`src/verilog/des_pkg.sv`:
```
package des_pkg;

   // ~~~~~~~~~~~~~~~~~~~~
   // table sizes
   // ~~~~~~~~~~~~~~~~~~~~

   localparam int GATE_ID_W = 10;
   localparam int N_GATES   = 1024;
   localparam int NBR_IDX_W = 12;
   localparam int N_NBRS    = 4096;

   // ~~~~~~~~~~~~~~~~~~~~
   // configuration map
   // ~~~~~~~~~~~~~~~~~~~~

   // bit 0 of the data selects the sequence-number timestamp format
   localparam logic [15:0] CFG_SEQ_EN      = 16'd52;
   localparam logic [15:0] CFG_GATE_BASE   = 16'h4000;
   // one word per gate, end index in the upper half and begin index in the lower half
   localparam logic [15:0] CFG_OFFSET_BASE = 16'h8000;
   localparam logic [15:0] CFG_NBR_BASE    = 16'hC000;

   // ~~~~~~~~~~~~~~~~~~~~
   // types
   // ~~~~~~~~~~~~~~~~~~~~

   typedef enum logic [1:0] {
      LOGIC_0,
      LOGIC_1,
      LOGIC_X,
      LOGIC_Z
   } logic_val_e;

   typedef enum logic [2:0] {
      BUF,
      INV,
      NAND2,
      NOR2,
      AND2,
      OR2,
      XOR2,
      XNOR2
   } gate_type_e;

   // broadcast events stand for primary inputs and skip evaluation
   typedef enum logic {
      EVT_INPUT,
      EVT_BROADCAST
   } task_type_e;

   typedef logic [GATE_ID_W-1:0] gate_id_t;

   typedef struct packed {
      logic [31:0] ts;
      gate_id_t    locale;
      task_type_e  ttype;
      logic_val_e  value;
      logic        port;
   } task_t;

   typedef struct packed {
      logic [5:0]  seq;
      logic_val_e  out_val;
      logic_val_e  in0_val;
      logic_val_e  in1_val;
      logic        reserved;
      gate_type_e  gtype;
      logic [15:0] delay;
   } gate_rec_t;

   typedef struct packed {
      gate_id_t gate;
      logic     port;
   } nbr_t;

   typedef struct packed {
      logic        wvalid;
      logic [15:0] waddr;
      logic [31:0] wdata;
   } cfg_bus_t;

endpackage

```
`src/verilog/des_fanout_reader.sv`:
```
`timescale 1ns/10ps

module des_fanout_reader import des_pkg::*; (
   input  logic                 clk,
   input  logic                 rstn,
   input  logic                 upd_valid,
   output logic                 upd_ready,
   input  task_t                upd_task,
   output logic                 off_rd_en,
   output gate_id_t             off_rd_id,
   input  logic [NBR_IDX_W-1:0] off_begin,
   input  logic [NBR_IDX_W-1:0] off_end,
   output logic                 nbr_rd_en,
   output logic [NBR_IDX_W-1:0] nbr_rd_idx,
   input  nbr_t                 nbr,
   output logic                 out_valid,
   input  logic                 out_ready,
   output task_t                out_task
);

   typedef enum logic [1:0] {
      IDLE,
      READ_OFF,
      READ_NBR,
      EMIT
   } state_e;

   state_e                 state, state_nx;
   logic [NBR_IDX_W-1:0]   idx_q;
   logic [NBR_IDX_W-1:0]   end_q;
   task_t                  evt_q;

   assign upd_ready = (state == IDLE);
   assign out_valid = (state == EMIT);

   // offset lookup starts on the accept edge
   assign off_rd_en = upd_valid && upd_ready;
   assign off_rd_id = upd_task.locale;

   assign nbr_rd_en  = (state == READ_NBR);
   assign nbr_rd_idx = idx_q;

   always_comb begin
      out_task        = evt_q;
      out_task.locale = nbr.gate;
      out_task.port   = nbr.port;
      out_task.ttype  = EVT_INPUT;
   end

   // ~~~~~~~~~~~~~~~~~~~~
   // list walk
   // ~~~~~~~~~~~~~~~~~~~~

   always_comb begin
      state_nx = state;
      case (state)
         IDLE: begin
            if (upd_valid) state_nx = READ_OFF;
         end
         READ_OFF: begin
            state_nx = (off_begin == off_end) ? IDLE : READ_NBR;
         end
         READ_NBR: begin
            state_nx = EMIT;
         end
         EMIT: begin
            if (out_ready) state_nx = (idx_q == end_q) ? IDLE : READ_NBR;
         end
         default: state_nx = IDLE;
      endcase
   end

   always_ff @(posedge clk) begin
      if (!rstn) begin
         state <= IDLE;
      end else begin
         state <= state_nx;
      end
   end

   always_ff @(posedge clk) begin
      if (off_rd_en) evt_q <= upd_task;
      if (state == READ_OFF) begin
         idx_q <= off_begin;
         end_q <= off_end;
      end else if (nbr_rd_en) begin
         idx_q <= idx_q + NBR_IDX_W'(1);
      end
   end

   a_emit_hold : assert property (@(posedge clk) disable iff (!rstn)
      out_valid && !out_ready |=> state == EMIT && $stable(out_task));

endmodule

```
`config.mk`:
```
export PLATFORM = sky130hd
export DESIGN_NAME = des_fanout_reader
export DESIGN_NICKNAME = d
export VERILOG_FILES = /design/src/verilog/des_pkg.sv /design/src/verilog/des_fanout_reader.sv
export SDC_FILE = /design/constraint.sdc
export NUM_CORES = 1
export LEC_CHECK = 0
export BUFFER_PORTS_ARGS = -buffer_cell sky130_fd_sc_hd__buf_4
export CORE_ASPECT_RATIO = 1.2
export CORE_MARGIN = 2
export CORE_UTILIZATION = 45
export CTS_BUF_LIST = sky130_fd_sc_hd__clkbuf_4 sky130_fd_sc_hd__clkbuf_8
export DETAILED_ROUTE_END_ITERATION = 7
export PLACE_DENSITY = 0.82
export SETUP_SLACK_MARGIN = 0.5
export SLEW_MARGIN = 20
export SYNTH_ARGS = -nofsm -noshare
export SYNTH_HDL_FRONTEND = slang
export SYNTH_SLANG_ARGS = --single-unit
```
`constraint.sdc`:
```
create_clock -name clk -period 2.5 [get_ports clk]
set_input_delay 0.25 -clock clk [delete_from_list [all_inputs] [get_ports clk]]
set_output_delay 0.25 -clock clk [all_outputs]
set_load 0.01 [all_outputs]
```
Word-level counts from Yosys, hierarchy flattened
Index checks and enable logic that the tools add are counted.
{"block": "word_totals", "ff_bits": 60, "latchBits": 0, "ramBits": 0, "mem_bits_ro": 0, "inputBits": 85, "output_inout_bits": 72, "elab_cells": 24, "mem_count": 0}
{"block": "op_classes", "addsub": 1, "multipliers": 0, "div_mod_pow": 0, "n_lt_le_gt_ge": 0, "eq_ne": 7, "shifts": 0, "mux": 7, "n_bitwise": 0, "reduce_logical": 4}
{"operator": "12-bit equality test", "n": 2}
{"operator": "12-bit two-way mux", "n": 2}
{"operator": "12-bit by 1-bit adder with 12-bit output (second input constant)", "n": 1}
{"operator": "2-bit two-way mux", "n": 4}
{"operator": "2-bit one-hot mux with 4 select lines", "n": 1}
{"operator": "2-bit equality test (second input constant)", "n": 2}
{"operator": "2-bit by 1-bit equality test with 1-bit output (second input constant)", "n": 1}
{"operator": "2-bit logical NOT", "n": 1}
{"operator": "2-bit by 1-bit != test with 1-bit output (second input constant)", "n": 1}
{"operator": "2-bit != test (second input constant)", "n": 1}
{"operator": "2-bit AND reduction", "n": 1}
{"operator": "2-bit nonzero test", "n": 1}
{"operator": "1-bit logical AND", "n": 1}

Longest topological paths before layout
Gate-level depths: netlist of the first run.
{"block": "logic_depth", "depth_word": 4, "mapped_depth": 6, "depth_no_buf": 6}

Worst setup path after synthesis of the first run
OpenSTA, ideal clock, no wires.
{"block": "synth_timing", "path_kind": "reg-to-reg", "start": "reg state[0]", "end": "reg evt_q, in the netlist out_task[14], enable pin", "setup_time_ns": 0.398, "arrival_time_ns": 1.596, "t_required_ns": 2.102, "slack_ns": 0.506, "path_stages_with_launch": 4, "n_path_buf": 0, "cell_sequence": "dfxtp_1 inv_1 ha_1 and2_1"}
{"block": "synth_between", "elab_chain_len": 2}
{"element": "from (decl)", "line": "des_fanout_reader.sv:28", "source": "state_e state, state_nx;"}
{"element": "from (signal assigned)", "line": "des_fanout_reader.sv:77", "source": "state <= state_nx;"}
{"element": "2-bit logical NOT", "line": "des_fanout_reader.sv:33", "source": "assign upd_ready = (state == IDLE);"}
{"element": "named net upd_ready", "line": "des_fanout_reader.sv:7", "source": "output logic upd_ready,"}
{"element": "1-bit logical AND", "line": "des_fanout_reader.sv:37", "source": "assign off_rd_en = upd_valid && upd_ready;"}
{"element": "named net off_rd_en", "line": "des_fanout_reader.sv:9", "source": "output logic off_rd_en,"}
{"element": "to (signal assigned)", "line": "des_fanout_reader.sv:82", "source": "if (off_rd_en) evt_q <= upd_task;"}
{"element": "to (decl)", "line": "des_fanout_reader.sv:31", "source": "task_t evt_q;"}
The timed path passes the listed nets, and every way through them passes these cells.
A chain may end at the register's enable or synchronous reset.

Worst setup path after layout of the first run
{"block": "layout_timing", "start": "reg state[1]", "end": "out off_rd_en"}
{"block": "layout_between", "elab_chain_len": 2}
{"element": "2-bit logical NOT", "line": "des_fanout_reader.sv:33"}
{"element": "1-bit logical AND", "line": "des_fanout_reader.sv:37"}
{"element": "to (decl)", "line": "des_fanout_reader.sv:9"}
No other way between the ends.

==> impl_metrics.py, run 1 <==
metrics = {
    "critical_path": {
        "worstSetupEndpointType": "primary output",
        "worst_path_max_delay_cell": "dfxtp_1",
        "path_cells": "inv_1, ha_1, and2_1, buf_6, buf_4",
        "path_class": "register to primary output",
        "worst-r2r-setup-slack_ns": 0.92,
        "cpPeakStageDelay_ns": 0.34,
        "worst_ep_arrival_time_ns": 1.64,
        "path_max_fanout": 35,
        "cp_top_family": "buffers and inverters",
        "cp-start-kind": "register",
        "critPathRequiredTime_ns": 2.25,
        "cp.buffers_inverters": 3,
    },
    "global_routing": {
        "antenna_found_initial": 0,
        "grt_pass1_vias": 1669,
        "grt_overflow": 0,
        "grt_pass1_wl_um": 7800,
        "gr-usage-all-layers": 0.166,
        "grt_start_max_net_pins": 36,
    },
    "power_and_ir_drop": {
        "clkPwrFrac": 0.264,
        "ir_drop_v": 0.000560,
        "pwr-share-seq": 0.473,
        "leakage_nw": 1.47,
        "pwr-share-comb": 0.263,
        "p_switching_w": 0.000950,
        "power.internal_w": 0.00233,
        "p_sw_frac": 0.290,
        "powerDensity_nw_per_um2": 901,
    },
    "cells_and_area": {
        "diodes": 0,
        "area_delta_synth_final_pct": 36.3,
        "fin_nets": 376,
        "stdcell_count": 371,
        "final_design_area_no_fill_um2": 3640,
        "drive_gt1_frac": 0.460,
    },
    "synthesis": {
        "synth_nets": 278,
        "synthMuxAreaShare": 0.00422,
        "synth_seq_cells": 60,
        "synthSimpleGateAreaFrac": 0.0848,
        "postSynthCellCount": 188,
        "synthXorXnorAreaFrac": 0.111,
        "synth_compound_area_frac": 0.0328,
        "synthAdderAreaFrac": 0.0234,
        "synthFlopType": "edfxtp_1",
        "yosysUniqueCellTypes": 29,
        "syn-cell-area_um2": 2670,
        "yosysWarnings": 0,
        "synthArstFlopShare": 0,
        "synth_enable_flop_cells": 58,
        "synth_area_per_cell_um2": 14.2,
        "yosysSeqAreaShare": 0.667,
        "synth_top_family_by_area": "XOR/XNOR gates",
    },
    "clock_tree": {
        "worst_setup_hold_path_clk_slew_ns": 0.06,
        "postCtsHoldBufs": 0,
        "cts_tree": "yes",
        "clk_latency_ns": 0.32,
        "cts.path.max_buffers": 2,
        "postCtsSetupRepairBufs": 0,
        "cts.sinks": 60,
        "htreeDepth": 3,
        "numCtsBuffers": 9,
        "root_buffer": "clkbuf_8",
    },
    "placement": {
        "dp.cells": 355,
        "portBuffers": 111,
        "postPlaceCellArea_um2": 3430,
        "gp_congestion": 0.903,
        "hpwl_um": 4250,
        "pre_cts_ws_ns": 0.873,
    },
    "hold_path": {
        "hp-class": "input pin to register",
    },
    "timing": {
        "hold_violations": 0,
        "period_needed_ns": 1.89,
        "fin_ws_ns": 0.615,
        "clock_skew_ns": 0.00306,
        "clock.fmax_mhz": 530,
        "rsz0062_at_grt": "no",
        "tightest_slew_ns": 0.517,
        "drv_slew": 0,
        "post-route-period-util": 0.754,
        "fin_setup_tns_ns": 0,
        "setup_viol": 0,
        "slew_headroom": 0.656,
    },
    "routing": {
        "ant_nets": 0,
        "drt-vias-per-instance": 4.75,
        "drc": 0,
        "drtIter0Drc": 82,
        "wl_um": 5360,
        "firstDrtPassIters": 4,
        "via_count": 1763,
        "post_drt_wl_per_cell_um": 14.4,
    },
    "floorplan": {
        "rows": 30,
        "die_w_um": 74.3,
        "start_util": 0.468,
        "design.die.area_um2": 6570,
        "ios": 157,
        "coreArea_um2": 5710,
        "die_y_um": 88.4,
    },
    "status": {
        "status": "finished, final reports clean",
    },
    "flow_run": {
        "maxCapViolCount": 0,
    },
}
==> power groups by stage <==
stage          combinational, W  clock, W  sequential, W
3_3_place_gp           0.000853         0        0.00157
3_5_place_dp           0.000873         0        0.00157
5_1_grt                0.000947  0.000929        0.00158
4_1_cts                0.000876  0.000893        0.00155
2_1_floorplan          0.000460         0        0.00160
6_report               0.000864  0.000866        0.00155
==> routing by layer <==
layer  wire, µm  global-route usage  part of all wire
met5          0                   0                 0
met4        104              0.0942             0.019
met3        706              0.0626              0.13
met1       1990               0.189              0.37
met2       2550               0.267              0.48
==> cells in the final DEF, fill, tap and decap left out, types with 2 or more instances in the layout <==
cell | netlist | final
buf_4 | 22 | 112
clkbuf_8 | 0 | 11
clkinv_2 | 0 | 2
dfxtp_1 | 2 | 2
edfxtp_1 | 58 | 58
ha_1 | 5 | 5
inv_1 | 3 | 3
nand2_1 | 16 | 16
nand3_1 | 5 | 5
nand4_1 | 5 | 5
nor2_1 | 7 | 7
nor4_1 | 2 | 2
nor4_2 | 2 | 2
o21ai_0 | 3 | 3
o21ai_1 | 9 | 9
xnor2_1 | 12 | 12
xor2_1 | 22 | 22
==> kinds of logic (layout without fill, tap and decap cells) <==
logic type | Yosys count | after routing
AO/OA/AOI/OAI | 16 | 16
flip-flops | 60 | 60
XOR/XNOR | 34 | 34
AND/OR/NAND/NOR | 42 | 42
adder cells (fa/ha/maj) | 5 | 5
multiplexers | 1 | 1
other | 1 | 1
buffers and inverters | 29 | 132
==> registers in the layout (all words and copies together), names as in the netlist <==
name and cells:
end_q 12, nbr_rd_idx 12, out_task 34, state 2
==> worst reg2reg max path: stages (launching register included) <==
cell,delay [ns]
edfxtp_1,0.50
xor2_1,0.23
nor4_2,0.34
nand3_1,0.12
a41oi_1,0.20
o21ai_1,0.08
==> per-stage QoR <==
stage          hold slack [ns]  power [W]  utilization
6_report                0.0975    0.00328        0.638
5_1_grt                 0.0763    0.00346        0.638
4_1_cts                 0.0776    0.00332        0.638
3_3_place_gp             0.428    0.00242        0.601
2_1_floorplan            0.349    0.00206            -
3_5_place_dp             0.429    0.00245        0.601
==> cell usage after synthesis (2+ instances only) <==
cell type / instances / area [µm²]
o21ai_1: 9 / 45.0
nor2_1: 7 / 26.3
nand4_1: 5 / 31.3
buf_4: 22 / 165
clkbuf_1: 2 / 7.51
xor2_1: 22 / 193
nand2_1: 16 / 60.1
edfxtp_1: 58 / 1740
nor4_2: 2 / 25.0
dfxtp_1: 2 / 40.0
inv_1: 3 / 11.3
ha_1: 5 / 62.6
xnor2_1: 12 / 105
nor4_1: 2 / 12.5
o21ai_0: 3 / 15.0
nand3_1: 5 / 25.0
==> what timing repair did <==
| action | CTS | global route |
|---|---|---|
| gates resized for setup | 0 | 1 |
| endpoints found under the hold margin | 0 | 0 |
| setup endpoints to repair | 0 | 1 |
==> path summary, 6_finish.rpt <==
kind / start / to / depth (start not counted)
max reg2reg: nbr_rd_idx[7] / state[1] / 5
max: state[1] / off_rd_en / 5
min reg2reg: state[0] / state[0] / 2
min: upd_task[29] / out_task[29] / 1
==> layout make-up <==
class	instances	area (µm²)
Clock inverter	4	47.5
Sequential cell	60	1780
Tap cell	80	100
Clock buffer	12	159
Inverter	3	11.3
Timing Repair Buffer	113	852
Fill cell	449	2060
Multi-Input combinational cell	99	689
Note: power is estimated with default switching activity, not from simulation.
==> inputs of run 2 (changes only) <==
Settings changed: CORE_UTILIZATION 45 to 41, PLACE_DENSITY 0.82 to 0.79.
Clock period 2.5 ns to 1.7 ns, I/O delays scaled along.
==> run 2 against run 1 <==
  * Flip-flop and latch count did not move
  * Global-route usage rose by 3.3 points
  * Sequential power up 46%
  * Die area up 9.3%
==> impl_metrics.py, run 2 (same netlist as run 1, synthesis figures left out) <==
metrics = {
    "cells_and_area": {
        "stdcell_count": 428,
        "largest_reg_flops": 34,
        "fin_nets": 428,
        "drive_gt1_frac": 0.598,
        "fillerInstances": 412,
        "final_cell_mix": "buf_4 (119), edfxtp_1 (58), buf_6 (27), xor2_1 (22), nand2_1 (13)",
        "multiInputGateArea_um2": 901,
        "diodes": 0,
        "final_common_cell": "buf_4",
        "register_area_um2": 1790,
        "area_delta_synth_final_pct": 66.8,
    },
    "floorplan": {
        "die_y_um": 92.4,
        "die_w_um": 77.7,
        "rows": 32,
        "coreArea_um2": 6370,
        "start_util": 0.420,
        "design.die.area_um2": 7180,
        "ios": 157,
    },
    "critical_path": {
        "cp-start-kind": "register",
        "critPathRequiredTime_ns": 1.78,
        "path_cells": "ha_4, nand2_4, nor2_4, nand4_1, xor2_1, o21ai_1",
        "cpPeakStageDelay_ns": 0.50,
        "cp.buffers_inverters": 0,
        "worst_path_max_delay_cell": "edfxtp_1",
        "r2r_end": "nbr_rd_idx[10]",
        "r2r_cells": 6,
        "path_max_fanout": 4,
        "r2r_start": "nbr_rd_idx[1]",
        "worst-r2r-setup-slack_ns": 0.12,
        "worstSetupEndpointType": "register",
        "path_class": "register to register",
        "cp_top_family": "flip-flops",
        "worst_ep_arrival_time_ns": 1.66,
        "crit_path_start": "nbr_rd_idx[1]",
    },
    "timing": {
        "fin_setup_tns_ns": 0,
        "post-route-period-util": 0.929,
        "drv_slew": 0,
        "setup_viol": 0,
        "fin_hold_ws_ns": 0.0145,
        "clock.fmax_mhz": 633,
        "hold_violations": 0,
        "clock_skew_ns": 0.00681,
        "period_needed_ns": 1.58,
        "rsz0062_at_grt": "yes",
    },
    "hold_path": {
        "hold_end": "out_task[24]",
        "hp-class": "input pin to register",
        "hp-start": "upd_task[24]",
        "hold_path_depth": 1,
    },
    "routing": {
        "via_count": 2052,
        "ant_nets": 0,
        "wl_um": 7820,
        "drtIter0Drc": 99,
        "drt-vias-per-instance": 4.79,
        "drc": 0,
        "firstDrtPassIters": 4,
        "post_drt_wl_per_cell_um": 18.3,
    },
    "global_routing": {
        "grt_pass1_vias": 1983,
        "grt_pass1_wl_um": 10400,
        "top_usage_layer": "met2",
        "grt_overflow": 0,
        "gr-usage-all-layers": 0.199,
        "use_met1": 0.208,
        "antenna_found_initial": 0,
        "grt_start_max_net_pins": 18,
        "grt_use_met3": 0.0565,
        "met2_usage": 0.364,
    },
    "power_and_ir_drop": {
        "ir_drop_v": 0.000633,
        "total_power_w": 0.00595,
        "powerDensity_nw_per_um2": 1330,
        "leakage_nw": 1.83,
    },
    "placement": {
        "dp.cells": 363,
        "gp_congestion": 0.751,
        "portBuffers": 111,
        "hpwl_um": 4390,
    },
    "clock_tree": {
        "root_buffer": "clkbuf_8",
        "numCtsBuffers": 9,
        "cts_tree": "yes",
        "htreeDepth": 3,
        "cts.path.max_buffers": 2,
        "clk_latency_ns": 0.33,
        "cts.sinks": 60,
        "worst_setup_hold_path_clk_slew_ns": 0.07,
    },
    "flow_run": {
        "maxCapViolCount": 0,
    },
    "status": {
        "status": "finished, final reports clean",
    },
}
-- run 2: metal layers --
| metal | vias up | part of all wire |
|---|---|---|
| met1 | 946 | 0.35 |
| met3 | 21 | 0.091 |
| li1 | 952 | - |
| met5 | - | 0 |
| met4 | 0 | 0.024 |
| met2 | 133 | 0.53 |
-- run 2: worst max-delay path by stage --
stage	to	cells past startpoint
2_1_floorplan	nbr_rd_idx[9]	5
6_report	nbr_rd_idx[10]	6
3_3_place_gp	nbr_rd_idx[9]	5
3_5_place_dp	nbr_rd_idx[9]	5
4_1_cts	state[1]	5
5_1_grt	nbr_rd_idx[10]	6
-- run 2: cell type report --
class / instances / share of cell area
multi-input combinational: 102 / 0.202
sequential: 60 / 0.401
tap: 85 / 0.0239
clock inverter: 4 / 0.00561
clock buffer: 12 / 0.0357
inverter: 3 / 0.00365
timing repair buffer: 162 / 0.328
-- run 2: timing repair --
action,in CTS,in global routing
gates cloned,2,5
hold buffers,4,3
endpoints found under the setup margin,63,73
pin swaps,13,16
hold endpoints to repair,4,3
buffers inserted,25,10
gates resized for setup,39,33
-- run 2: worst register-to-register path, cell delays in order, from the launching register on --
cell      delay, ns
edfxtp_1       0.50
ha_4           0.22
nand2_4        0.07
nor2_4         0.10
nand4_1        0.12
xor2_1         0.21
o21ai_1        0.11
-- run 2: power by group --
part | total, W | leakage (nW) | switching, W | internal [W]
combinational | 0.00252 | 1.17 | 0.00112 | 0.00140
sequential | 0.00226 | 0.569 | 0.000224 | 0.00204
clock | 0.00117 | 0.0918 | 0.000546 | 0.000619
-- run 2: through the flow --
step                 util  setup WS [ns]  area, µm²
floorplan               -          0.310       2740
global placement    0.552          0.175       3520
detailed placement  0.552          0.124       3520
CTS                 0.646          0.284       4120
global route        0.700         0.0319       4460
finish              0.700          0.120       4460
