[src/verilog/des_pkg.sv]
package des_pkg;

   // ~~~~~~~~~~~~~~~~~~~~
   // table sizes
   // ~~~~~~~~~~~~~~~~~~~~

   localparam int GATE_ID_W = 10;
   localparam int N_GATES   = 1024;
   localparam int NBR_IDX_W = 12;
   localparam int N_NBRS    = 4096;

   // ~~~~~~~~~~~~~~~~~~~~
   // configuration map
   // ~~~~~~~~~~~~~~~~~~~~

   // bit 0 of the data selects the sequence-number timestamp format
   localparam logic [15:0] CFG_SEQ_EN      = 16'd52;
   localparam logic [15:0] CFG_GATE_BASE   = 16'h4000;
   // one word per gate, end index in the upper half and begin index in the lower half
   localparam logic [15:0] CFG_OFFSET_BASE = 16'h8000;
   localparam logic [15:0] CFG_NBR_BASE    = 16'hC000;

   // ~~~~~~~~~~~~~~~~~~~~
   // types
   // ~~~~~~~~~~~~~~~~~~~~

   typedef enum logic [1:0] {
      LOGIC_0,
      LOGIC_1,
      LOGIC_X,
      LOGIC_Z
   } logic_val_e;

   typedef enum logic [2:0] {
      BUF,
      INV,
      NAND2,
      NOR2,
      AND2,
      OR2,
      XOR2,
      XNOR2
   } gate_type_e;

   // broadcast events stand for primary inputs and skip evaluation
   typedef enum logic {
      EVT_INPUT,
      EVT_BROADCAST
   } task_type_e;

   typedef logic [GATE_ID_W-1:0] gate_id_t;

   typedef struct packed {
      logic [31:0] ts;
      gate_id_t    locale;
      task_type_e  ttype;
      logic_val_e  value;
      logic        port;
   } task_t;

   typedef struct packed {
      logic [5:0]  seq;
      logic_val_e  out_val;
      logic_val_e  in0_val;
      logic_val_e  in1_val;
      logic        reserved;
      gate_type_e  gtype;
      logic [15:0] delay;
   } gate_rec_t;

   typedef struct packed {
      gate_id_t gate;
      logic     port;
   } nbr_t;

   typedef struct packed {
      logic        wvalid;
      logic [15:0] waddr;
      logic [31:0] wdata;
   } cfg_bus_t;

endpackage

[src/verilog/logic_eval.sv]
`timescale 1ns/10ps

module logic_eval import des_pkg::*; (
   input  logic_val_e p0,
   input  logic_val_e p1,
   input  gate_type_e gate,
   output logic_val_e o
);

   logic_val_e a, b;
   logic_val_e and_v, or_v, xor_v;

   function automatic logic_val_e inv(input logic_val_e v);
      logic_val_e r;
      case (v)
         LOGIC_0: r = LOGIC_1;
         LOGIC_1: r = LOGIC_0;
         default: r = LOGIC_X;
      endcase
      return r;
   endfunction

   // a floating input reads as unknown
   assign a = (p0 == LOGIC_Z) ? LOGIC_X : p0;
   assign b = (p1 == LOGIC_Z) ? LOGIC_X : p1;

   always_comb begin
      if (a == LOGIC_0 || b == LOGIC_0) and_v = LOGIC_0;
      else if (a == LOGIC_1 && b == LOGIC_1) and_v = LOGIC_1;
      else and_v = LOGIC_X;

      if (a == LOGIC_1 || b == LOGIC_1) or_v = LOGIC_1;
      else if (a == LOGIC_0 && b == LOGIC_0) or_v = LOGIC_0;
      else or_v = LOGIC_X;

      // no controlling value for xor, any unknown spreads
      if (a == LOGIC_X || b == LOGIC_X) xor_v = LOGIC_X;
      else xor_v = (a != b) ? LOGIC_1 : LOGIC_0;

      case (gate)
         BUF:     o = a;
         INV:     o = inv(a);
         NAND2:   o = inv(and_v);
         NOR2:    o = inv(or_v);
         AND2:    o = and_v;
         OR2:     o = or_v;
         XOR2:    o = xor_v;
         default: o = inv(xor_v);
      endcase
   end

endmodule

[src/verilog/des_gate_update.sv]
`timescale 1ns/10ps

module des_gate_update import des_pkg::*; (
   input  logic      clk,
   input  logic      rstn,
   input  cfg_bus_t  cfg,
   input  logic      in_valid,
   output logic      in_ready,
   input  task_t     in_task,
   output logic      rd_en,
   output gate_id_t  rd_id,
   input  gate_rec_t rd_rec,
   output logic      wr_en,
   output gate_id_t  wr_id,
   output gate_rec_t wr_rec,
   output logic      upd_valid,
   input  logic      upd_ready,
   output task_t     upd_task
);

   logic       use_seq_number;
   logic       init_done_q;
   logic       full_q;
   task_t      task_q;

   logic       is_input;
   logic       out_changed;
   logic       complete;
   logic       accept;
   logic_val_e new_in0, new_in1, new_out;
   logic [5:0] new_seq;

   assign accept   = in_valid && in_ready;
   assign is_input = (task_q.ttype == EVT_INPUT);

   // the record for the item arrives one cycle after the accept
   assign rd_en = accept && (in_task.ttype == EVT_INPUT);
   assign rd_id = in_task.locale;

   assign new_in0 = task_q.port ? rd_rec.in0_val : task_q.value;
   assign new_in1 = task_q.port ? task_q.value : rd_rec.in1_val;

   logic_eval u_eval (
      .p0   (new_in0),
      .p1   (new_in1),
      .gate (rd_rec.gtype),
      .o    (new_out)
   );

   assign out_changed = (new_out != rd_rec.out_val);

   // an unchanged output retires at once, everything else waits for the handoff
   assign upd_valid = full_q && (!is_input || out_changed);
   assign complete  = full_q && (upd_ready || (is_input && !out_changed));
   assign in_ready  = init_done_q && (!full_q || complete);

   // ~~~~~~~~~~~~~~~~~~~~
   // timestamp and record
   // ~~~~~~~~~~~~~~~~~~~~

   always_comb begin
      upd_task = task_q;
      wr_rec   = rd_rec;
      new_seq  = 6'd0;
      if (is_input) begin
         if (use_seq_number) begin
            new_seq = rd_rec.seq + 6'd1;
            // with zero delay the sequence must not fall behind the input event
            if (new_seq < task_q.ts[5:0] && rd_rec.delay == 16'd0) begin
               new_seq = task_q.ts[5:0];
            end
            upd_task.ts = {task_q.ts[31:8] + {8'd0, rd_rec.delay}, 2'b00, new_seq};
         end else begin
            upd_task.ts = task_q.ts + {16'd0, rd_rec.delay};
         end
         upd_task.value = new_out;
         wr_rec.seq     = new_seq;
         wr_rec.out_val = new_out;
         wr_rec.in0_val = new_in0;
         wr_rec.in1_val = new_in1;
      end
   end

   assign wr_en = complete && is_input;
   assign wr_id = task_q.locale;

   always_ff @(posedge clk) begin
      if (!rstn) begin
         init_done_q    <= 1'b0;
         full_q         <= 1'b0;
         use_seq_number <= 1'b1;
      end else begin
         init_done_q <= 1'b1;
         if (accept) full_q <= 1'b1;
         else if (complete) full_q <= 1'b0;
         if (cfg.wvalid && cfg.waddr == CFG_SEQ_EN) use_seq_number <= cfg.wdata[0];
      end
   end

   always_ff @(posedge clk) begin
      if (accept) task_q <= in_task;
   end

   a_upd_stable : assert property (@(posedge clk) disable iff (!rstn)
      upd_valid && !upd_ready |=> upd_valid && $stable(upd_task));

   a_rec_fresh : assert property (@(posedge clk) disable iff (!rstn)
      full_q && is_input && !$past(rd_en) |-> $stable(rd_rec));

   a_cfg_idle : assert property (@(posedge clk) disable iff (!rstn)
      cfg.wvalid |-> !full_q && upd_ready)
      else $error("configuration write while events are in flight");

endmodule

[config.mk]
export PLATFORM = sky130hd
export DESIGN_NAME = des_gate_update
export DESIGN_NICKNAME = d
export VERILOG_FILES = /design/src/verilog/des_pkg.sv /design/src/verilog/logic_eval.sv /design/src/verilog/des_gate_update.sv
export SDC_FILE = /design/constraint.sdc
export NUM_CORES = 1
export LEC_CHECK = 0
export BUFFER_PORTS_ARGS = -buffer_cell sky130_fd_sc_hd__buf_2
export CORE_ASPECT_RATIO = 0.6
export CORE_MARGIN = 10
export CORE_UTILIZATION = 40
export CTS_CLUSTER_SIZE = 10
export DETAILED_ROUTE_END_ITERATION = 8
export PLACE_DENSITY_LB_ADDON = 0.2
export SYNTH_ARGS = -nofsm -noshare
export SYNTH_HDL_FRONTEND = slang
export SYNTH_HIERARCHICAL = 1
export SYNTH_SLANG_ARGS = --single-unit
[constraint.sdc]
create_clock -name clk -period 8.45 [get_ports clk]
set_clock_uncertainty 0.1 [all_clocks]
set_input_delay 0.4225 -clock clk [delete_from_list [all_inputs] [get_ports clk]]
set_output_delay 0.4225 -clock clk [all_outputs]
set_load 0.02 [all_outputs]
## Word-level counts from Yosys, hierarchy flattened

Cells that the tools add are included.

| storage, ports and cells | value |
|---|---|
| RAM bits | 0 |
| input bits | 131 |
| logic and storage cells | 83 |
| bits in read-only memories | 0 |
| memories kept | 0 |
| register bits after elaboration | 49 |
| bits in latches | 0 |

| operators by class | value |
|---|---|
| add/subtract/negate cells | 3 |
| multiply operators | 0 |
| shift-type cells | 0 |
| reduce and logical (&&, ||, !) cells | 27 |
| equal/unequal tests | 18 |
| magnitude comparators | 1 |
| div/mod/pow operators | 0 |
| bitwise gates (word level) | 2 |
| muxes and demuxes | 24 |

Operators with widths:

| cell | count |
|---|---|
| $mux 32 | 2 |
| $add 32x16->32 | 1 |
| $add 24x16->24 | 1 |
| $mux 2 | 10 |
| $eq 16x6->1 const B | 1 |
| $logic_not 16->1 | 1 |
| $pmux 2 s2 | 4 |
| $pmux 2 s7 | 1 |
| $mux 12 | 1 |
| $mux 6 | 2 |
| $logic_and 1x1->1 | 11 |
| $eq 2x1->1 const B | 5 |
| $logic_not 2->1 | 5 |
| $eq 3x3->1 const B | 3 |
| $eq 2x2->1 const B | 4 |
| $add 6x1->6 const B | 1 |
| $eq 3x2->1 const B | 2 |
| $logic_or 1x1->1 | 6 |
| $lt 6x6->1 | 1 |
| $mux 1 | 4 |
| $ne 2x2->1 | 2 |
| $eq 3x1->1 const B | 1 |
| $logic_not 3->1 | 1 |
| $logic_not 1->1 | 2 |
| 2 further kinds | 3 |

## Longest topological paths before layout

Gate-level depths: netlist (run 1).

| depth | value |
|---|---|
| depth after elaboration | 19 |
| gate-level depth with buffers | 13 |
| mapped depth without buffers | 12 |

## Modules after synthesis

Netlist (run 1), hierarchy kept.

By module, submodules not included:

| module | instances | area each (um2) | sequential area each (um2) | cells each |
|---|---|---|---|---|
| des_gate_update | 1 | 4,884.7 | 1,441.4 | 545 |
| logic_eval | 1 | 222.7 | 0.0 | 34 |

## Least setup slack after synthesis (run 1)

No wires, ideal clock.

| timing path | value |
|---|---|
| kind | register -> register |
| start point | register task_q (netlist bit upd_task[0]) |
| end point | register task_q[14] in the netlist's numbering (enable) |
| buffers on the path | 1 |
| period minus slack after synthesis | 3.778 ns |
| stages on the path, launching flop included | 13 |
| path slack | 4.672 ns |
| library setup time | 0.400 ns |
| arrival time | 3.277 ns |
| path through | edfxtp_1 mux2_2 buf_4 o32a_1 a21oi_1 o22ai_1 xor2_1 nor3_1 nor2_1 nand2_1 and2_1 nand2_1 inv_1 |

| on the way | value |
|---|---|
| cells in the longest elaborated chain, start to end | 18 |

Ends and longest elaborated chain:

| what | RTL line | source |
|---|---|---|
| start, declared | des_gate_update.sv:24 | `task_t task_q;` |
| start signal, assigned | des_gate_update.sv:101 | `if (accept) task_q <= in_task;` |
| $mux 2 (*) | des_gate_update.sv:40 | `assign new_in0 = task_q.port ? rd_rec.in0_val : task_q.value;` |
| named net new_in0[0] | des_gate_update.sv:30 | `logic_val_e new_in0, new_in1, new_out;` |
| $eq 2x2->1 | logic_eval.sv:24 | `assign a = (p0 == LOGIC_Z) ? LOGIC_X : p0;` |
| $mux 2 (*) | logic_eval.sv:24 |  |
| $eq 2x1->1 / $logic_not 2->1 (equally long branches) | - |  |
| $logic_and 1x1->1, on equally long branches | logic_eval.sv:29, logic_eval.sv:33 |  |
| $mux 2, on equally long branches | logic_eval.sv:29, logic_eval.sv:33 |  |
| $mux 2, on equally long branches | logic_eval.sv:28, logic_eval.sv:32 |  |
| [3 not listed] | - |  |
| named net new_out[1] | des_gate_update.sv:30 |  |
| [2 not listed] | - |  |
| $logic_and 1x1->1 (*) | des_gate_update.sv:54 | `assign complete = full_q && (upd_ready \|\| (is_input && !out_changed));` |
| $logic_or 1x1->1 (*) | des_gate_update.sv:54 |  |
| $logic_and 1x1->1 (*) | des_gate_update.sv:54 |  |
| $logic_or 1x1->1 (*) | des_gate_update.sv:55 | `assign in_ready = init_done_q && (!full_q \|\| complete);` |
| $logic_and 1x1->1 (*) | des_gate_update.sv:55 |  |
| named net in_ready | des_gate_update.sv:8 | `output logic in_ready,` |
| $logic_and 1x1->1 (*) | des_gate_update.sv:33 | `assign accept = in_valid && in_ready;` |
| named net accept | des_gate_update.sv:29 | `logic accept;` |

The timed path passes the listed nets; every way through them passes the cells marked *.
A chain may end at the register's enable or synchronous reset.

==> impl_metrics.py, run 1 <==
metrics = {
    "run_status": {
        "status": "completed",
    },
    "timing": {
        "fin_hold_ws_ps": 140.0,
        "rsz0062_at_grt": "false",
        "timing.final.ws_setup_ps": 4483,
        "setup-violations-final": 0,
        "fmax_mhz": 252.1,
        "tightest_slew_ps": 1097,
        "finalHoldViolCount": 0,
        "finalSetupTns_ps": 0,
        "drv_slew": 0,
        "min_period_over_period_pct": 46.94,
        "slew_headroom_pct": 26.62,
        "min_period_ps": 3967,
    },
    "pwr": {
        "power_uw": 806.8,
        "power.net_switching_uw": 302.5,
        "switching_share_pct": 37.49,
        "p_per_area_nw_per_um2": 134.7,
        "intPower_uw": 504.3,
        "p_seq_share_pct": 35.8,
        "p_leak_uw": 0.002639,
        "combPwrFrac_pct": 37.6,
        "max-vdd-ir-drop_uv": 71.25,
        "clockPowerShare_pct": 26.6,
    },
    "setup_path": {
        "r2r-start": "upd_task[0]",
        "endpoint_kind": "primary output",
        "startpoint_type": "register",
        "cp.arrival_ps": 3440,
        "startpoint": "task_q[22]",
        "critPathKind": "reg2out",
        "path_max_fanout": 4,
        "required_ps": 7930,
    },
    "grt": {
        "grt_max_degree": 48,
        "grt_overflow": 0,
        "grt_pass1_vias": 5130,
        "track_usage_pct": 20.00,
        "grt_pass1_wl_mm": 29.01,
        "grt_antenna_before_repair": 1,
    },
    "detailed_routing": {
        "routed_wl_mm": 18.46,
        "drc": 0,
        "viasPerCell": 5.667,
        "wl_met1_mm": 8.861,
        "top_layer_used": "met4",
        "wl_per_cell_um": 20.93,
        "wl_met3_mm": 2.076,
        "wl_met2_mm": 7.424,
        "vias": 4998,
        "drtAntennaViolNets": 0,
        "drt_iter0_markers": 275,
        "firstDrtPassIters": 5,
    },
    "die": {
        "die_area_um2": 17840,
        "core_um2": 12260,
        "die_h_um": 107.5,
        "ios": 233,
        "initial_utilization_pct": 41.67,
        "rows": 31,
        "die_w_um": 165.9,
    },
    "worst_hold_path": {
        "hold_path.startpoint": "rstn",
        "hp-class": "in2reg",
    },
    "layout": {
        "antenna_cells": 0,
        "final_cell_mix": "199 x buf_2, 49 x nand2_1, 46 x edfxtp_1, 38 x nor2_1, 38 x ha_1",
        "area_growth_syn_to_layout_pct": 17.27,
        "final_cells": 882,
        "nFillCells": 1227,
        "drive_above_1_share_pct": 33.47,
        "final_common_cell": "buf_2",
        "nets": 887,
    },
    "synthesis": {
        "synth.lib_cells_used.distinct": 73,
        "syn-mean-instance-area_um2": 8.821,
        "ys.flop_type": "edfxtp_1",
        "async_reset_ff_share_pct": 0,
        "synthTopCellsByArea": "edfxtp_1 27%, ha_1 9.3%, buf_4 8.1%, xor2_1 3.8%, a21oi_1 3.6%",
        "yosysWarningCount": 6,
        "yosys.area.top_type": "edfxtp_1",
        "synth-seq-cells": 49,
        "yosysTopAreaCellShare_pct": 27.05,
        "syn_nets": 750,
        "syn_inst": 579,
        "synth-edff-count": 46,
        "syn_area_um2": 5107,
        "yosysSeqAreaShare_pct": 28.22,
    },
    "cts": {
        "ctsResizeCount": 0,
        "clk_path_buf_depth": 2,
        "cts.sinks": 49,
        "hold_buffers": 0,
        "htree_levels": 2,
        "cts_root_buf": "clkbuf_16",
        "cts-buffers-inserted": 5,
        "cts_setup_buffers": 0,
        "clk_pin_slew_ps": 80,
        "clk_latency_ps": 300,
        "cts_tree": "done",
    },
    "placement": {
        "gp_routability_congestion": 0.9378,
        "preCtsSetupSlack_ps": 4534,
        "hpwl_mm": 14.98,
        "dpl.cell_count": 874,
        "port_buffers": 199,
    },
    "flow_run": {
        "maxCapViolCount": 0,
    },
}
## power by group through the flow
stage	clock network (uW)	logic, uW	registers (uW)
2_1_floorplan	0	213	291
3_3_place_gp	0	298	293
3_5_place_dp	0	300	294
4_1_cts	219	301	289
5_1_grt	227	334	290
6_report	215	303	289
## Yosys cell counts, types with 4 or more instances
cell type  instances
buf_4             55
nand2_1           49
edfxtp_1          46
ha_1              38
nor2_1            38
a21oi_1           37
o21ai_0           33
nand3_1           25
xor2_1            22
nor3_1            19
inv_1             16
xnor2_1           15
clkbuf_1          10
mux2i_1           10
a21o_1             9
nand4_1            9
a211oi_1           8
mux2_2             8
nor2b_1            7
a22oi_1            6
a221o_1            5
nor4_1             5
or2_2              5
a31oi_1            4
and2_1             4
and4_1             4
nand2b_1           4
nand3b_1           4
o211ai_1           4
o21ai_1            4
o21bai_1           4
## critical path, cell delays in order, from the launching register on
cell	delay [ps]
edfxtp_1	390
ha_1	220
inv_1	70
fa_1	380
nand2b_1	210
a2111oi_0	600
a211oi_1	150
o21ai_0	410
a221oi_2	200
nor2_1	190
xor2_1	150
buf_2	180
## path summary, 6_finish.rpt
path                            slack [ps]      endpoint  cells past startpoint
worst min register to register         410        full_q                      2
worst max-delay path                  4480  upd_task[42]                     11
worst min-delay path                   140   init_done_q                      1
worst max register to register        4540    task_q[36]                     12
## sequential cells by signal, summed over array words and instances, names as in the netlist
register	cells
task_q	34
use_seq_number	1
upd_task	2
wr_id	10
init_done_q	1
full_q	1
## kinds of logic after synthesis
logic type,Yosys count,share of synthesized area (%)
AND/OR/NAND/NOR,191,19.18
AO/OA/AOI/OAI,157,21.75
buffers and inverters,87,10.68
flip-flops,49,28.22
adder cells (fa/ha/maj),40,10.09
XOR/XNOR,37,6.345
multiplexers,18,3.724
## routing by layer
layer / global-route usage [%] / up-vias
met5: 0 / -
li1: - / 2404
met3: 8.899 / 8
met4: 2.645 / 0
met1: 27.52 / 2354
met2: 28.62 / 232
## cell type report
cell class                 count  area, um2  area share (%)
clock buffer                   5      125.1           2.089
clock inverter                 3      25.02          0.4178
inverter                      16      60.06           1.003
multi-input combinational    443       3120           52.10
sequential                    49       1441           24.07
tap                          165      206.4           3.447
timing repair buffer         201       1011           16.88
## stage by stage
stage,area [um2],utilization (%)
floorplan,5107,-
global placement,5839,47.64
detailed placement,5839,47.64
CTS,5989,48.87
global route,5989,48.87
finish,5989,48.87
No activity file was read; power rests on OpenSTA's default activity.
==> run 2, diff against run 1 <==
Clock period 8.45 ns to 3.49 ns, I/O delays scaled along.
==> impl_metrics.py, run 2 (synthesis results as in run 1) <==
metrics = {
    "cts": {
        "clk_pin_slew_ps": 80,
        "htree_levels": 2,
        "cts_tree": "done",
        "cts-buffers-inserted": 5,
        "cts.sinks": 49,
        "cts_root_buf": "clkbuf_16",
        "clk_path_buf_depth": 2,
        "clk_latency_ps": 300,
    },
    "die": {
        "die_w_um": 165.9,
        "initial_utilization_pct": 41.67,
        "die_h_um": 107.5,
        "rows": 31,
        "ios": 233,
        "die_area_um2": 17840,
        "core_um2": 12260,
    },
    "layout": {
        "regMostFlops": "task_q",
        "nets": 952,
        "drive_above_1_share_pct": 35.04,
        "regArea_um2": 1441,
        "area_growth_syn_to_layout_pct": 31.43,
        "final_cell_mix": "198 x buf_2, 48 x nand2_1, 47 x dlygate4sd3_1, 46 x edfxtp_1",
        "multiInputGateArea_um2": 3208,
        "largest_reg_flops": 34,
        "final_cell_area_um2": 6713,
        "nFillCells": 1210,
        "antenna_cells": 0,
        "final_common_cell": "buf_2",
    },
    "timing": {
        "min_period_over_period_pct": 97.99,
        "min_period_ps": 3420,
        "timing.final.ws_setup_ps": 70.26,
        "drv_slew": 0,
        "finalHoldViolCount": 0,
        "setup-violations-final": 0,
        "finalSetupTns_ps": 0,
        "fmax_mhz": 292.4,
        "rsz0062_at_grt": "true",
        "tightest_slew_ps": 701.3,
        "slew_headroom_pct": 53.07,
        "fin_hold_ws_ps": 13.94,
    },
    "placement": {
        "gp_routability_congestion": 0.9361,
        "hpwl_mm": 15.08,
        "placed_cell_area_um2": 5936,
        "port_buffers": 199,
        "preCtsSetupSlack_ps": 166.4,
    },
    "detailed_routing": {
        "drt_iter0_markers": 619,
        "wl_per_cell_um": 20.29,
        "routed_wl_mm": 19.21,
        "drc": 0,
        "drtAntennaViolNets": 0,
        "firstDrtPassIters": 5,
        "vias": 5388,
        "viasPerCell": 5.690,
    },
    "setup_path": {
        "crit_path_top_delay_cell": "edfxtp_1",
        "cpPeakStageDelay_ps": 470,
        "startpoint_type": "register",
        "path_max_fanout": 5,
        "critPathKind": "reg2out",
        "crit_chain": "ha_1 > fa_1 > a211oi_1 > o21ai_2 > nand4_1 > a21oi_2 > a221oi_2 > buf_4 > nor2_1 > xor2_1 > buf_2",
        "required_ps": 3220,
        "endpoint_kind": "primary output",
        "r2r_slack_ps": 300,
        "cp.arrival_ps": 3150,
    },
    "pwr": {
        "p_per_area_nw_per_um2": 303.5,
        "p_seq_share_pct": 34.5,
        "switching_share_pct": 37.04,
        "p_leak_uw": 0.002945,
        "max-vdd-ir-drop_uv": 192.4,
        "clockPowerShare_pct": 25.4,
        "power.net_switching_uw": 754.7,
        "combPwrFrac_pct": 40.1,
        "intPower_uw": 1283,
        "power_uw": 2037,
    },
    "flow_run": {
        "maxCapViolCount": 0,
    },
    "grt": {
        "grt_pass1_wl_mm": 29.44,
        "grt_max_degree": 30,
        "grt_overflow": 0,
        "track_usage_pct": 20.35,
        "grt_pass1_vias": 5217,
        "grt_antenna_before_repair": 0,
    },
    "worst_hold_path": {
        "hp-class": "in2reg",
    },
    "run_status": {
        "status": "completed",
    },
}
run 2: cell types whose count changed in the layout (fill, tap and decap cells not counted), sizes merged:
cell | previous run | this run
dlygate4sd3 | 0 | 47
inv | 17 | 16
clkinv | 1 | 0
clkinvlp | 1 | 3
buf | 201 | 218
clkbuf | 5 | 6
run 2: metal layers:
layer | GRT usage, % | wire length (um) | up-vias
met5 | 0 | 0 | -
met4 | 3.275 | 134 | 0
met3 | 6.273 | 2066 | 14
met2 | 31.06 | 8375 | 289
met1 | 28.00 | 8636 | 2543
li1 | - | - | 2542
run 2: stage by stage:
step,cells,util [%]
2_1_floorplan,579,-
3_3_place_gp,883,48.43
3_5_place_dp,883,48.43
4_1_cts,940,53.62
5_1_grt,947,54.77
6_report,947,54.77
run 2: area by class of cell:
cell class,count,area share (%)
Multi-Input combinational cell,443,47.79
Clock inverter,3,0.3914
Sequential cell,49,21.47
Inverter,16,0.9506
Tap cell,165,3.075
Timing Repair Buffer,266,24.45
Clock buffer,5,1.864
run 2: final timing paths:
| kind | startpoint | to | depth (start not counted) |
|---|---|---|---|
| min | cfg[0] | use_seq_number | 3 |
| max reg2reg | upd_task[0] | wr_id[7] | 14 |
| max | task_q[14] | upd_task[40] | 11 |
| min reg2reg | full_q | full_q | 2 |
run 2: power by group through the flow:
| stage | registers (uW) | logic [uW] | clock network, uW |
|---|---|---|---|
| global placement | 713 | 726 | 0 |
| global route | 706 | 886 | 555 |
| CTS | 700 | 784 | 533 |
| finish | 702 | 817 | 518 |
| floorplan | 703 | 517 | 0 |
| detailed placement | 713 | 735 | 0 |
run 2: critical path, delay by kind of cell, from the launching register on:
kind                       cells  cell delay [ps]
AOI/OAI and AO/OA              4              890
DFF                            1              470
xor gates and xnor gates       1              110
adders and majority gates      2              720
buffers and inverters          2              370
and+or+nand+nor                2              270
run 2: timing repair:
item | in CTS | in global routing
hold buffers | 47 | 0
hold endpoints to repair | 48 | 0
resized for setup | 0 | 24
setup buffers | 2 | 7
setup endpoints to repair | 6 | 65
pin swaps | 3 | 10
==> run 3, diff against run 2 <==
Settings changed: CORE_UTILIZATION 40 to 44.
==> impl_metrics.py, run 3 (synthesis results as in run 1) <==
metrics = {
    "die": {
        "rows": 30,
        "ios": 233,
        "core_um2": 11340,
        "die_w_um": 159.1,
        "die_area_um2": 16460,
        "die_h_um": 103.5,
        "initial_utilization_pct": 45.06,
    },
    "layout": {
        "regMostFlops": "task_q",
        "nets": 949,
        "final_common_cell": "buf_2",
        "final_cell_area_um2": 6694,
        "largest_reg_flops": 34,
        "drive_above_1_share_pct": 34.66,
        "area_growth_syn_to_layout_pct": 31.06,
        "final_cell_mix": "199 x buf_2, 48 x nand2_1, 48 x dlygate4sd3_1, 46 x edfxtp_1",
    },
    "cts": {
        "cts.sinks": 49,
        "clk_path_buf_depth": 2,
        "clk_latency_ps": 300,
        "clk_pin_slew_ps": 80,
        "htree_levels": 2,
        "cts_tree": "done",
        "cts_root_buf": "clkbuf_16",
        "cts-buffers-inserted": 5,
    },
    "timing": {
        "fmax_mhz": 297.6,
        "finalHoldViolCount": 0,
        "drv_slew": 0,
        "min_period_over_period_pct": 96.27,
        "min_period_ps": 3360,
        "timing.final.ws_setup_ps": 130.2,
        "finalSetupTns_ps": 0,
        "fin_hold_ws_ps": 73.31,
        "tightest_slew_ps": 551.5,
        "setup-violations-final": 0,
        "slew_headroom_pct": 62.85,
    },
    "detailed_routing": {
        "vias": 5312,
        "drtAntennaViolNets": 0,
        "drt_iter0_markers": 408,
        "firstDrtPassIters": 5,
        "drc": 0,
        "routed_wl_mm": 18.59,
        "viasPerCell": 5.651,
        "wl_per_cell_um": 19.77,
    },
    "setup_path": {
        "r2r-start": "upd_task[0]",
        "cp.arrival_ps": 3090,
        "startpoint": "task_q[28]",
        "crit_path_top_delay_cell": "edfxtp_1",
        "startpoint_type": "register",
        "endpoint_kind": "primary output",
        "required_ps": 3220,
        "cpPeakStageDelay_ps": 490,
        "path_max_fanout": 6,
        "critPathKind": "reg2out",
        "crit_chain": "ha_1 > nand2_1 > or3_4 > o32ai_4 > a311oi_4 > nor4b_2 > xor2_1 > buf_2",
    },
    "flow_run": {
        "maxCapViolCount": 0,
    },
    "grt": {
        "track_usage_pct": 21.50,
        "grt_max_degree": 35,
        "grt_overflow": 0,
        "grt_antenna_before_repair": 2,
        "grt_pass1_vias": 5332,
        "grt_pass1_wl_mm": 28.53,
    },
    "placement": {
        "placed_cell_area_um2": 5909,
        "gp_routability_congestion": 0.9378,
        "preCtsSetupSlack_ps": 86.66,
        "hpwl_mm": 14.64,
        "port_buffers": 199,
    },
    "pwr": {
        "p_leak_uw": 0.002942,
        "max-vdd-ir-drop_uv": 190.7,
        "power_uw": 2038,
        "p_per_area_nw_per_um2": 304.5,
    },
    "worst_hold_path": {
        "hp-class": "in2reg",
        "hold_path.startpoint": "cfg[46]",
    },
    "run_status": {
        "status": "completed",
    },
}
==> run 3: cell count changes in the layout (fill, tap and decap cells not counted), sizes merged <==
cell,previous run,this run
mux2,8,9
dlygate4sd3,47,48
clkinvlp,3,1
buf,218,214
diode,0,1
inv,16,17
clkbuf,6,5
clkinv,0,1
==> run 3: critical path: cells and delay by family (launching register included) <==
family,cells,cell delay [ps]
AOI/OAI and AO/OA,2,670
buffers and inverters,1,190
xor gates and xnor gates,1,170
DFF,1,490
and+or+nand+nor,3,790
adders and majority gates,1,460
==> run 3: cell type report <==
cell class | count | area (um2)
Antenna cell | 1 | 2.502
Clock inverter | 3 | 28.78
Tap cell | 160 | 200.2
Multi-Input combinational cell | 444 | 3231
Clock buffer | 5 | 125.1
Sequential cell | 49 | 1441
Fill cell | 1059 | 4642
Timing Repair Buffer | 262 | 1602
Inverter | 16 | 63.81
==> run 3: layer usage <==
layer | track usage (%) | vias to the layer above | wire (um)
met3 | 7.510 | 29 | 2041
met4 | 4.040 | 2 | 225
li1 | - | 2530 | -
met1 | 27.48 | 2472 | 8018
met5 | 0 | - | 13
met2 | 34.91 | 279 | 8286
==> run 3: worst paths after layout <==
check                           cells after the start             end  slack, ps
worst min register to register                      2          full_q        400
worst min-delay path                                3  use_seq_number         70
worst max-delay path                                8    upd_task[41]        130
worst max register to register                     13      task_q[33]        270
==> run 3: report_power, final <==
part           total (uW)  internal, uW  leakage (uW)  switching (uW)
clock network         530           276     0.0000763             254
logic                 809           332       0.00241             477
registers             700           674      0.000455            26.4
==> run 3: repair_timing <==
item	in CTS	in global routing
endpoints found under the setup margin	5	18
hold buffers	48	0
resized for setup	2	24
buffers inserted	2	3
cloned	0	1
pin swaps	3	4
hold endpoints to repair	48	0
==> run 3: metrics by stage <==
| stage | utilization, % | std cells |
|---|---|---|
| 6_report | 59.05 | 940 |
| 2_1_floorplan | - | 579 |
| 3_3_place_gp | 52.13 | 877 |
| 3_5_place_dp | 52.13 | 877 |
| 4_1_cts | 57.90 | 935 |
| 5_1_grt | 59.05 | 940 |
